`config.mk`:
```
export PLATFORM = sky130hd
export DESIGN_NAME = single_cycle
export DESIGN_NICKNAME = d
export VERILOG_FILES = /design/src/verilog/cpu_pkg.sv /design/src/verilog/single_cycle.sv /design/src/verilog/fetch.sv /design/src/verilog/execute.sv /design/src/verilog/operand_fetch.sv /design/src/verilog/control.sv
export VERILOG_INCLUDE_DIRS = /design/src /design/src/verilog
export SDC_FILE = /design/constraint.sdc
export NUM_CORES = 2
export LEC_CHECK = 0
export ABC_CLOCK_PERIOD_IN_PS = 11000
export BUFFER_PORTS_ARGS = -buffer_cell sky130_fd_sc_hd__buf_2
export CAP_MARGIN = 20
export CORE_ASPECT_RATIO = 0.7
export CORE_MARGIN = 5
export CORE_UTILIZATION = 45
export DETAILED_ROUTE_END_ITERATION = 7
export PLACE_DENSITY = 0.66
export SYNTH_ARGS = -nofsm -noshare
export SYNTH_HDL_FRONTEND = slang
export SYNTH_SLANG_ARGS = --single-unit
```
`constraint.sdc`:
```
create_clock -name clk -period 11 [get_ports clk]
set_input_delay 0.55 -clock clk [delete_from_list [all_inputs] [get_ports clk]]
set_output_delay 0.55 -clock clk [all_outputs]
set_load 0.02 [all_outputs]
```
`src/verilog/cpu_defines.svh`:
```
`ifndef CPU_DEFINES_SVH
`define CPU_DEFINES_SVH

// Opcodes
`define OP_RTYPE 6'h00
`define OP_LUI 6'h0f
`define OP_ORI 6'h0d
`define OP_LW 6'h23
`define OP_SW 6'h2b
`define OP_BEQ 6'h04

`define FUNCT_ADDU 6'h21	// R-type funct
`define FUNCT_SUBU 6'h23

// Instruction field positions
`define F_OP 31:26
`define F_RS 25:21
`define F_RT 20:16
`define F_RD 15:11
`define F_FUNCT 5:0
`define F_IMM 15:0

`define DM_ADDR_BITS 6	// 64 words
`define DM_DEPTH (1 << `DM_ADDR_BITS)
`define RESET_PC 32'h0000_0000

`endif
```
`src/verilog/cpu_pkg.sv`:
```
package cpu_pkg;

	// Decoded instruction, unknown encodings fold into nop
	typedef enum logic [3:0] {
		KIND_ADDU,
		KIND_SUBU,
		KIND_LUI,
		KIND_ORI,
		KIND_LW,
		KIND_SW,
		KIND_BEQ,
		KIND_NOP
	} instr_kind_t;

	typedef enum logic [1:0] {
		ALU_ADD,
		ALU_SUB,
		ALU_OR
	} alu_op_t;

	// Immediate extension
	typedef enum logic [1:0] {
		EXT_ZERO,
		EXT_SIGN,
		EXT_UPPER	// imm in bits 31:16
	} ext_mode_t;

	typedef enum logic {
		NPC_SEQ,
		NPC_BEQ
	} npc_mode_t;

endpackage

```
`src/verilog/single_cycle.sv`:
```
`timescale 1ns/1ns
`include "cpu_defines.svh"

module single_cycle (
	input logic clk,
	input logic reset,
	input logic [31:0] instr,
	output logic [31:0] pc,
	output logic commit_rf_enable,
	output logic [4:0] commit_rf_addr,
	output logic [31:0] commit_rf_data,
	output logic commit_dm_enable,
	output logic [`DM_ADDR_BITS-1:0] commit_dm_addr,
	output logic [31:0] commit_dm_data
);
	import cpu_pkg::*;

	logic rf_write_enable;
	logic rf_dest_rd;
	logic alu_src_imm;
	logic alu_a_zero;
	logic mem_to_reg;
	logic dm_write_enable;
	alu_op_t alu_op;
	ext_mode_t ext_mode;
	npc_mode_t npc_mode;
	logic [31:0] rs_data;
	logic [31:0] rt_data;
	logic [31:0] imm_ext;
	logic branch_taken;

	control control0 (.instr, .rf_write_enable, .rf_dest_rd, .alu_src_imm, .alu_a_zero,
		.mem_to_reg, .dm_write_enable, .alu_op, .ext_mode, .npc_mode);

	// Commit ports are the write-back and store wires themselves
	operand_fetch operand_fetch0 (.clk, .reset, .instr, .ext_mode,
		.wb_enable(commit_rf_enable), .wb_addr(commit_rf_addr), .wb_data(commit_rf_data),
		.rs_data, .rt_data, .imm_ext);

	execute execute0 (.clk, .reset, .instr, .rs_data, .rt_data, .imm_ext, .rf_write_enable,
		.rf_dest_rd, .alu_src_imm, .alu_a_zero, .mem_to_reg, .dm_write_enable, .alu_op,
		.npc_mode, .wb_enable(commit_rf_enable), .wb_addr(commit_rf_addr),
		.wb_data(commit_rf_data), .dm_write(commit_dm_enable), .dm_addr(commit_dm_addr),
		.dm_data(commit_dm_data), .branch_taken);

	fetch fetch0 (.clk, .reset, .branch_taken, .imm_ext, .pc);

endmodule

```
`src/verilog/fetch.sv`:
```
`timescale 1ns/1ns
`include "cpu_defines.svh"

module fetch (
	input logic clk,
	input logic reset,
	input logic branch_taken,
	input logic [31:0] imm_ext,
	output logic [31:0] pc
);
	import cpu_pkg::*;

	logic [31:0] pc_plus4;
	logic [31:0] pc_next;

	assign pc_plus4 = pc + 32'd4;

	// Offset is in words
	assign pc_next = branch_taken ? pc_plus4 + {imm_ext[29:0], 2'b00} : pc_plus4;

	always_ff @(posedge clk) begin
		if (reset)
			pc <= `RESET_PC;
		else
			pc <= pc_next;
	end

	// Word-aligned through every branch
	assert property (@(posedge clk) disable iff (reset) pc[1:0] == 2'b00)
		else $error("fetch: pc 0x%08x not word aligned", pc);

endmodule

```
`src/verilog/execute.sv`:
```
`timescale 1ns/1ns
`include "cpu_defines.svh"

module execute (
	input logic clk,
	input logic reset,
	input logic [31:0] instr,
	input logic [31:0] rs_data,
	input logic [31:0] rt_data,
	input logic [31:0] imm_ext,
	input logic rf_write_enable,
	input logic rf_dest_rd,
	input logic alu_src_imm,
	input logic alu_a_zero,
	input logic mem_to_reg,
	input logic dm_write_enable,
	input cpu_pkg::alu_op_t alu_op,
	input cpu_pkg::npc_mode_t npc_mode,
	output logic wb_enable,
	output logic [4:0] wb_addr,
	output logic [31:0] wb_data,
	output logic dm_write,
	output logic [`DM_ADDR_BITS-1:0] dm_addr,
	output logic [31:0] dm_data,
	output logic branch_taken
);
	import cpu_pkg::*;

	logic [31:0] alu_a;
	logic [31:0] alu_b;
	logic [31:0] alu_result;
	logic [31:0] dm_rdata;
	logic [31:0] dm [0:`DM_DEPTH-1];

	assign alu_a = alu_a_zero ? 32'd0 : rs_data;	// lui
	assign alu_b = alu_src_imm ? imm_ext : rt_data;

	always_comb begin
		case (alu_op)
			ALU_ADD: alu_result = alu_a + alu_b;
			ALU_SUB: alu_result = alu_a - alu_b;
			default: alu_result = alu_a | alu_b;
		endcase
	end

	// Word addressed data memory
	assign dm_addr = alu_result[`DM_ADDR_BITS+1:2];
	assign dm_data = rt_data;
	assign dm_write = dm_write_enable;
	assign dm_rdata = dm[dm_addr];

	always_ff @(posedge clk) begin
		if (dm_write && !reset)
			dm[dm_addr] <= dm_data;
	end

	// Write-back, nothing goes to register 0
	assign wb_addr = rf_dest_rd ? instr[`F_RD] : instr[`F_RT];
	assign wb_enable = rf_write_enable && (wb_addr != 5'd0);
	assign wb_data = mem_to_reg ? dm_rdata : alu_result;

	assign branch_taken = (npc_mode == NPC_BEQ) && (rs_data == rt_data);

endmodule

```
`src/verilog/operand_fetch.sv`:
```
`timescale 1ns/1ns
`include "cpu_defines.svh"

module operand_fetch (
	input logic clk,
	input logic reset,
	input logic [31:0] instr,
	input cpu_pkg::ext_mode_t ext_mode,
	input logic wb_enable,
	input logic [4:0] wb_addr,
	input logic [31:0] wb_data,
	output logic [31:0] rs_data,
	output logic [31:0] rt_data,
	output logic [31:0] imm_ext
);
	import cpu_pkg::*;

	logic [31:0] regs [0:31];
	logic [15:0] imm;

	assign imm = instr[`F_IMM];

	// Register 0 is held at zero by the write filter in execute
	assign rs_data = regs[instr[`F_RS]];
	assign rt_data = regs[instr[`F_RT]];

	always_ff @(posedge clk) begin
		if (reset) begin
			for (int i = 0; i < 32; i++)
				regs[i] <= 32'd0;
		end else if (wb_enable) begin
			regs[wb_addr] <= wb_data;
		end
	end

	always_comb begin
		case (ext_mode)
			EXT_SIGN: imm_ext = {{16{imm[15]}}, imm};
			EXT_UPPER: imm_ext = {imm, 16'd0};
			default: imm_ext = {16'd0, imm};	// Zero extension
		endcase
	end

	// Register 0 stays zero however write-back is addressed
	assert property (@(posedge clk) disable iff (reset) regs[0] == 32'd0)
		else $error("operand_fetch: register 0 written");

endmodule

```
`src/verilog/control.sv`:
```
`timescale 1ns/1ns
`include "cpu_defines.svh"

module control (
	input logic [31:0] instr,
	output logic rf_write_enable,
	output logic rf_dest_rd,
	output logic alu_src_imm,
	output logic alu_a_zero,
	output logic mem_to_reg,
	output logic dm_write_enable,
	output cpu_pkg::alu_op_t alu_op,
	output cpu_pkg::ext_mode_t ext_mode,
	output cpu_pkg::npc_mode_t npc_mode
);
	import cpu_pkg::*;

	instr_kind_t kind;

	// Opcode and funct to kind
	always_comb begin
		kind = KIND_NOP;
		case (instr[`F_OP])
			`OP_RTYPE: begin
				if (instr[`F_FUNCT] == `FUNCT_ADDU)
					kind = KIND_ADDU;
				else if (instr[`F_FUNCT] == `FUNCT_SUBU)
					kind = KIND_SUBU;
			end
			`OP_LUI: kind = KIND_LUI;
			`OP_ORI: kind = KIND_ORI;
			`OP_LW: kind = KIND_LW;
			`OP_SW: kind = KIND_SW;
			`OP_BEQ: kind = KIND_BEQ;
			default: kind = KIND_NOP;
		endcase
	end

	always_comb begin
		rf_write_enable = 1'b0;
		rf_dest_rd = 1'b0;	// rt unless R-type
		alu_src_imm = 1'b0;
		alu_a_zero = 1'b0;
		mem_to_reg = 1'b0;
		dm_write_enable = 1'b0;
		alu_op = ALU_OR;
		ext_mode = EXT_ZERO;
		npc_mode = NPC_SEQ;
		case (kind)
			KIND_ADDU, KIND_SUBU: begin
				rf_write_enable = 1'b1;
				rf_dest_rd = 1'b1;
				alu_op = (kind == KIND_ADDU) ? ALU_ADD : ALU_SUB;
			end
			KIND_ORI: begin
				rf_write_enable = 1'b1;
				alu_src_imm = 1'b1;
			end
			KIND_LUI: begin
				rf_write_enable = 1'b1;
				alu_src_imm = 1'b1;
				alu_a_zero = 1'b1;	// rs field is don't-care
				ext_mode = EXT_UPPER;
			end
			KIND_LW, KIND_SW: begin
				rf_write_enable = (kind == KIND_LW);
				dm_write_enable = (kind == KIND_SW);
				mem_to_reg = (kind == KIND_LW);
				alu_src_imm = 1'b1;
				alu_op = ALU_ADD;
				ext_mode = EXT_SIGN;
			end
			KIND_BEQ: begin
				npc_mode = NPC_BEQ;
				ext_mode = EXT_SIGN;	// Branch offset
			end
			default: ;
		endcase
	end

	// A store never writes the register file
	always_comb
		assert (!(dm_write_enable && rf_write_enable))
			else $error("control: store and register write together");

endmodule

```
### After elaboration in Yosys (flattened, before gate mapping)

Memory sizes are Yosys's and may differ from the RTL's.
Index checks and enable logic that the tools add are counted.

* register bits: 32
* bits in writable memories: 3072
* input port bits: 34
* output and inout port bits: 109
* logic and storage cells: 69
* memories: 2

Memory list
* execute0.dm: depth 64, bits a word 32, rd ports 1, clocked after Yosys merged registers in 0, wr ports 1, line execute.sv:33 `` logic [31:0] dm [0:`DM_DEPTH-1]; ``
* operand_fetch0.regs: depth 32, bits a word 32, rd ports 2, clocked after Yosys merged registers in 0, wr ports 32, line operand_fetch.sv:18 `logic [31:0] regs [0:31];`

* add/subtract/negate cells: 4
* eq/ne operators: 17
* mux-type cells: 30
* bitwise operators: 1
* reductions and logical operators: 14

Operator list (count)
* 32-bit two-way mux: 5
* 32-bit case mux with 2 select lines: 2
* 32-bit adder: 2
* 32-bit by 3-bit adder with 32-bit output (second input constant): 1
* 32-bit == test: 1
* 32-bit bitwise OR: 1
* 32-bit OR reduction: 1
* 32-bit subtractor: 1
* 6-bit == test (second input constant): 4
* 4-bit case mux with 6 select lines: 1
* 1-bit two-way mux: 15
* 4-bit by 3-bit == test with 1-bit output (second input constant): 3
* 6-bit by 4-bit == test with 1-bit output (second input constant): 2
* 5-bit two-way mux: 2
* 4-bit by 2-bit == test with 1-bit output (second input constant): 2
* 2-bit case mux with 2 select lines: 2
* 4-bit OR reduction: 2
* 6-bit by 3-bit == test with 1-bit output (second input constant): 1
* 6-bit logical NOT: 1
* 5-bit nonzero test: 1
* 2-bit by 1-bit == test with 1-bit output (second input constant): 2
* 4-bit by 1-bit == test with 1-bit output (second input constant): 1
* 4-bit logical NOT: 1
* 4-bit two-way mux: 1
* other kinds (8): 11

### Longest topological paths before layout

* depth after elaboration: 15
* depth in mapped cells: 34
* depth with buffers taken out: 25

### Cells and area by module

From an unflattened synthesis, not the netlist that was laid out.

* cells, all modules: 10113
* area total of the unflattened synthesis: 141439.4 µm²

Modules (own cells, without submodules)
* execute: instances 1, cells an instance 4930, area an instance 81051.5 µm², seq. area each 61499.0 µm²
* operand_fetch: instances 1, cells an instance 4700, area an instance 56783.2 µm², seq. area each 30749.5 µm²
* fetch: instances 1, cells an instance 451, area an instance 3407.0 µm², seq. area each 600.6 µm²
* control: instances 1, cells an instance 32, area an instance 197.7 µm², seq. area each 0.0 µm²

### Worst setup path after synthesis

Ideal clock, no wire load.

* kind: in2out
* start: input instr[17]
* end: output commit_rf_data[25]
* arrival time: 10452 ps
* data required time: 10450 ps
* setup slack: -2 ps
* cell stages on the path: 27
* path buffers: 7
* cell sequence: buf_2 > buf_4 > buf_4 > buf_2 > buf_2 > mux4_2 > o22ai_1 > nor4_1 > mux2i_1 > nand3_1 > nor2_1 > a21oi_1 > xnor2_1 > ha_1 > clkbuf_1 > a2111oi_0 > o21ai_0 > a221o_1 > a21o_1 > a21oi_1 > o31a_1 > o21bai_1 > a21oi_1 > xnor2_1 > a211oi_1 > clkbuf_1 > nor2_1

* elaborated cells on any way between the ends: 8

RTL lines
* start, declared: line single_cycle.sv:7 `input logic [31:0] instr,`
* memory 32 x 32 bit *
* via commit_dm_data[9]: line single_cycle.sv:14 `output logic [31:0] commit_dm_data`
* 32-bit two-way mux *: line execute.sv:36 `assign alu_b = alu_src_imm ? imm_ext : rt_data;`
* 32-bit subtractor / 32-bit adder (equally long branches): line execute.sv:41, execute.sv:40
* 32-bit case mux with 2 select lines *: line execute.sv:39 `case (alu_op)`
* 32-bit two-way mux *: line execute.sv:60 `assign wb_data = mem_to_reg ? dm_rdata : alu_result;`
* end, declared: line single_cycle.sv:11 `output logic [31:0] commit_rf_data,`

Mark *: on every way through the listed nets, which the timed path passes. The rest lies on a longest branch.

### Final worst setup path

* start: input instr[17]
* end: output commit_rf_data[27]

* longest elaborated chain between the ends: 6
* elaborated cells on any way between the ends: 8

RTL lines
* memory 32 x 32 bit *
* 32-bit two-way mux *: line execute.sv:36
* 32-bit subtractor, or another cell as far along: line execute.sv:41 `ALU_SUB: alu_result = alu_a - alu_b;`
* 32-bit case mux with 2 select lines *: line execute.sv:39
* memory 64 x 32 bit
* 32-bit two-way mux *: line execute.sv:60

Mark *: on every way between the ends. The rest lies on a longest branch, timed or not.

==> flow_summary.yaml <==
status:
  outcome: "finished, violations left"
  violations: "max-slew violations"
setup_path:
  cp.arrival_ns: 9.75
  worst_path_max_delay_cell: "a2111oi_2"
  worstSetupPathType: "in2out"
  r2r_slack_ns: 2.04
  critPathBufInv: 5
  path_max_fanout: 106
  path_delay_family: "compound AO/OA/AOI/OAI gates"
  cp.required_ns: 10.45
  crit_path_start_kind: "primary input"
  r2r_cells: 23
  path_cells: "buf_8, buf_12, buf_4, mux4_2, mux2i_1, nor2_1, a2111oi_2, nand3_1, a211oi_1, nand4b_1, o21ai_0, xor2_1, ha_1, a21oi_1, nor2b_1, nor2_1, o21ai_0, xnor2_1, o211ai_1, o31ai_4, inv_2, buf_2"
  endpoint_kind: "primary output"
  reg2reg_from: "operand_fetch0.regs[13][3]"
  r2r_end: "operand_fetch0.regs[16][27]"
  cpPeakStageDelay_ns: 0.99
drt:
  route.detailed.wl_per_inst_um: 40.25
  viasPerCell: 7.015
  via_count: 100943
  drc: 0
  drtAntennaViolNets: 0
  first_pass_iters: 7
  routed_wl_mm: 579.2
  drt_iter0_drc: 20914
worst_hold_path:
  worstHoldStart: "reset"
  whs_path_depth: 2
  worstHoldEndpoint: "fetch0.pc[3]"
  hold_class: "in2reg"
grt:
  grt_antenna_before_repair: 52
  grt_pass1_wl_mm: 780.7
  overflow: 0
  grt_use_total: 0.3435
  grt_pass1_vias: 93176
  grt_max_degree: 107
floorplan:
  fp-row-count: 172
  fp.dieW_um: 682.1
  die_y_um: 480.5
  core_region_area_sq_um: 314200
  boundaryPins: 143
  dieArea_sq_um: 327700
  initial_core_util: 0.4529
placed_design:
  hpwlAfterDp_mm: 361.9
  place_inst: 13818
  routabilityCongestion: 0.9863
  postPlaceCellArea_sq_um: 150400
  io_buffer_count: 140
  post-place-ws_ns: 1.222
sta:
  worst_pin_slew_ns: 1.572
  tns_ns: 0
  hold_slack_ns: 0.04102
  setup_viol: 0
  grt_setup_unrepaired: "false"
  fin_crit_ns: 10.30
  fmax_ghz: 0.09713
  max_slew_margin: -0.04815
  finalHoldViolCount: 0
  slew_violations: 1
  fin_skew_ns: 0.08402
  setup_ws_ns: 0.7040
  period_share: 0.9360
clock_tree:
  h-tree-depth: 5
  clk_pin_slew_ns: 0.06
  cts_tree: "built"
  ctsHoldBuffers: 0
  cts_made_buffers: 308
  clock_path_buffers: 4
  cts_resized: 0
  clockRootBuffer: "clkbuf_16"
  cts_num_sinks: 3102
  post_cts_buffers: 0
  insertion_delay_ns: 0.95
power_and_ir_drop:
  p_total_mw: 30.16
  powerDensity_nw_per_um2: 188.1
  p_leak_nw: 56.92
  vdd_drop_max_uv: 132.5
logic_synthesis:
  synth_ff_type: "edfxtp_1"
  yosysTopAreaCell: "edfxtp_1"
  avgSynthCellArea_sq_um: 14.55
  netlist_top_cells_area: "edfxtp_1 (65%), mux4_2 (7.1%), mux2i_1 (5.9%)"
  synthCells: 9777
  synth.distinct_cells: 108
  synth_edf_count: 3072
  synthArstFlopShare: 0
  synthesis.area_sq_um: 142300
  netlist.area_leader.share: 0.6483
  ys_seq_elements: 3102
  yosysSeqAreaShare: 0.6525
  yosys_warnings: 0
final_layout:
  layout-drive-gt1-share: 0.1895
  num-nets-final: 10060
  final_util: 0.5103
  fin_cells: 14389
  synthToLayoutAreaGrowth_pct: 12.68
  fin_area_sq_um: 160300
run:
  maxCapViolCount: 0
-- registers in the layout (all words and copies together), names as in the netlist --
| signal | cells |
|---|---|
| fetch0.pc | 30 |
| operand_fetch0.regs | 1024 |
| execute0.dm | 2048 |
-- cells in the mapped netlist, types with 30 or more instances --
| cell type | instances |
|---|---|
| a21oi_1 | 197 |
| o22ai_1 | 105 |
| a221o_1 | 34 |
| a221oi_1 | 113 |
| a22oi_1 | 148 |
| nand4_1 | 47 |
| mux2_2 | 104 |
| xor2_1 | 57 |
| a21o_1 | 47 |
| nand3_1 | 339 |
| a311oi_1 | 93 |
| and3_1 | 32 |
| mux4_2 | 449 |
| xnor2_1 | 81 |
| buf_1 | 54 |
| o21ai_0 | 148 |
| ha_1 | 63 |
| edfxtp_1 | 3072 |
| clkbuf_1 | 332 |
| nand2_1 | 739 |
| o211ai_1 | 34 |
| nor2_1 | 805 |
| buf_2 | 341 |
| a31oi_1 | 72 |
| a22o_1 | 35 |
| inv_1 | 130 |
| nor3_1 | 434 |
| buf_4 | 67 |
| o2bb2ai_1 | 31 |
| a211oi_1 | 224 |
| dfxtp_1 | 30 |
| mux2i_1 | 845 |
-- cells in the final DEF (no fill, tap or decap), types with 111 or more instances in the layout --
cell type  instances
nand2_1          676
mux4_2           449
nand3_1          326
a221oi_1         111
buf_4            473
edfxtp_1        3072
mux2i_1          838
a21oi_1          192
nor2_1           723
buf_2            133
a22oi_1          146
clkbuf_16        318
a211oi_1         220
o21ai_0          145
inv_1            120
nor3_1           425
-- cell type report --
cell class | count | area (sq um)
Antenna cell | 23 | 57.56
Timing Repair Buffer | 660 | 5209
Clock inverter | 153 | 1525
Sequential cell | 3102 | 92850
Tap cell | 4176 | 5225
Inverter | 142 | 555.5
Fill cell | 25773 | 153900
Multi-Input combinational cell | 5747 | 46690
Clock buffer | 386 | 8223
-- cells by family (layout without fill, tap and decap cells) --
logic type | Yosys count | count (layout) | synth area share
xor gates and xnor gates | 138 | 138 | 0.008494
buffers and inverters | 961 | 1341 | 0.03156
and+or+nand+nor | 2587 | 2587 | 0.08150
adders and majority gates | 65 | 65 | 0.005821
AOI/OAI and AO/OA | 1503 | 1503 | 0.07743
other | 1 | 57 | 0.00002635
muxes | 1420 | 1420 | 0.1427
DFF | 3102 | 3102 | 0.6525
-- report_power, final --
group          internal [mW]  switching, mW  leakage (nW)  total [mW]
Combinational           1.62           4.50          22.8        6.12
Clock                   5.96           4.64          4.76        10.6
Sequential              13.4         0.0773          29.4        13.4
-- worst max path at each step --
| stage | start | to | slack (ns) | cells after the start |
|---|---|---|---|---|
| finish | instr[17] | commit_rf_data[27] | 0.70 | 22 |
| global route | instr[16] | commit_rf_data[1] | 0.81 | 24 |
| CTS | instr[17] | commit_rf_data[27] | 1.21 | 22 |
| detailed placement | instr[17] | commit_rf_data[27] | 1.22 | 22 |
| global placement | instr[17] | commit_rf_data[22] | 0.62 | 24 |
| floorplan | instr[17] | commit_rf_data[25] | 2.08 | 27 |
-- per-layer routing --
layer | share of wire | up-vias | GRT usage | wire [um]
met4 | 0.056 | 22 | 0.1582 | 32610
met3 | 0.19 | 1632 | 0.1683 | 109900
met1 | 0.37 | 50564 | 0.4811 | 213000
met2 | 0.39 | 9829 | 0.4439 | 223500
met5 | 0.00026 | - | 0 | 151
li1 | - | 38896 | - | -
No activity file was read; power rests on OpenSTA's default activity.
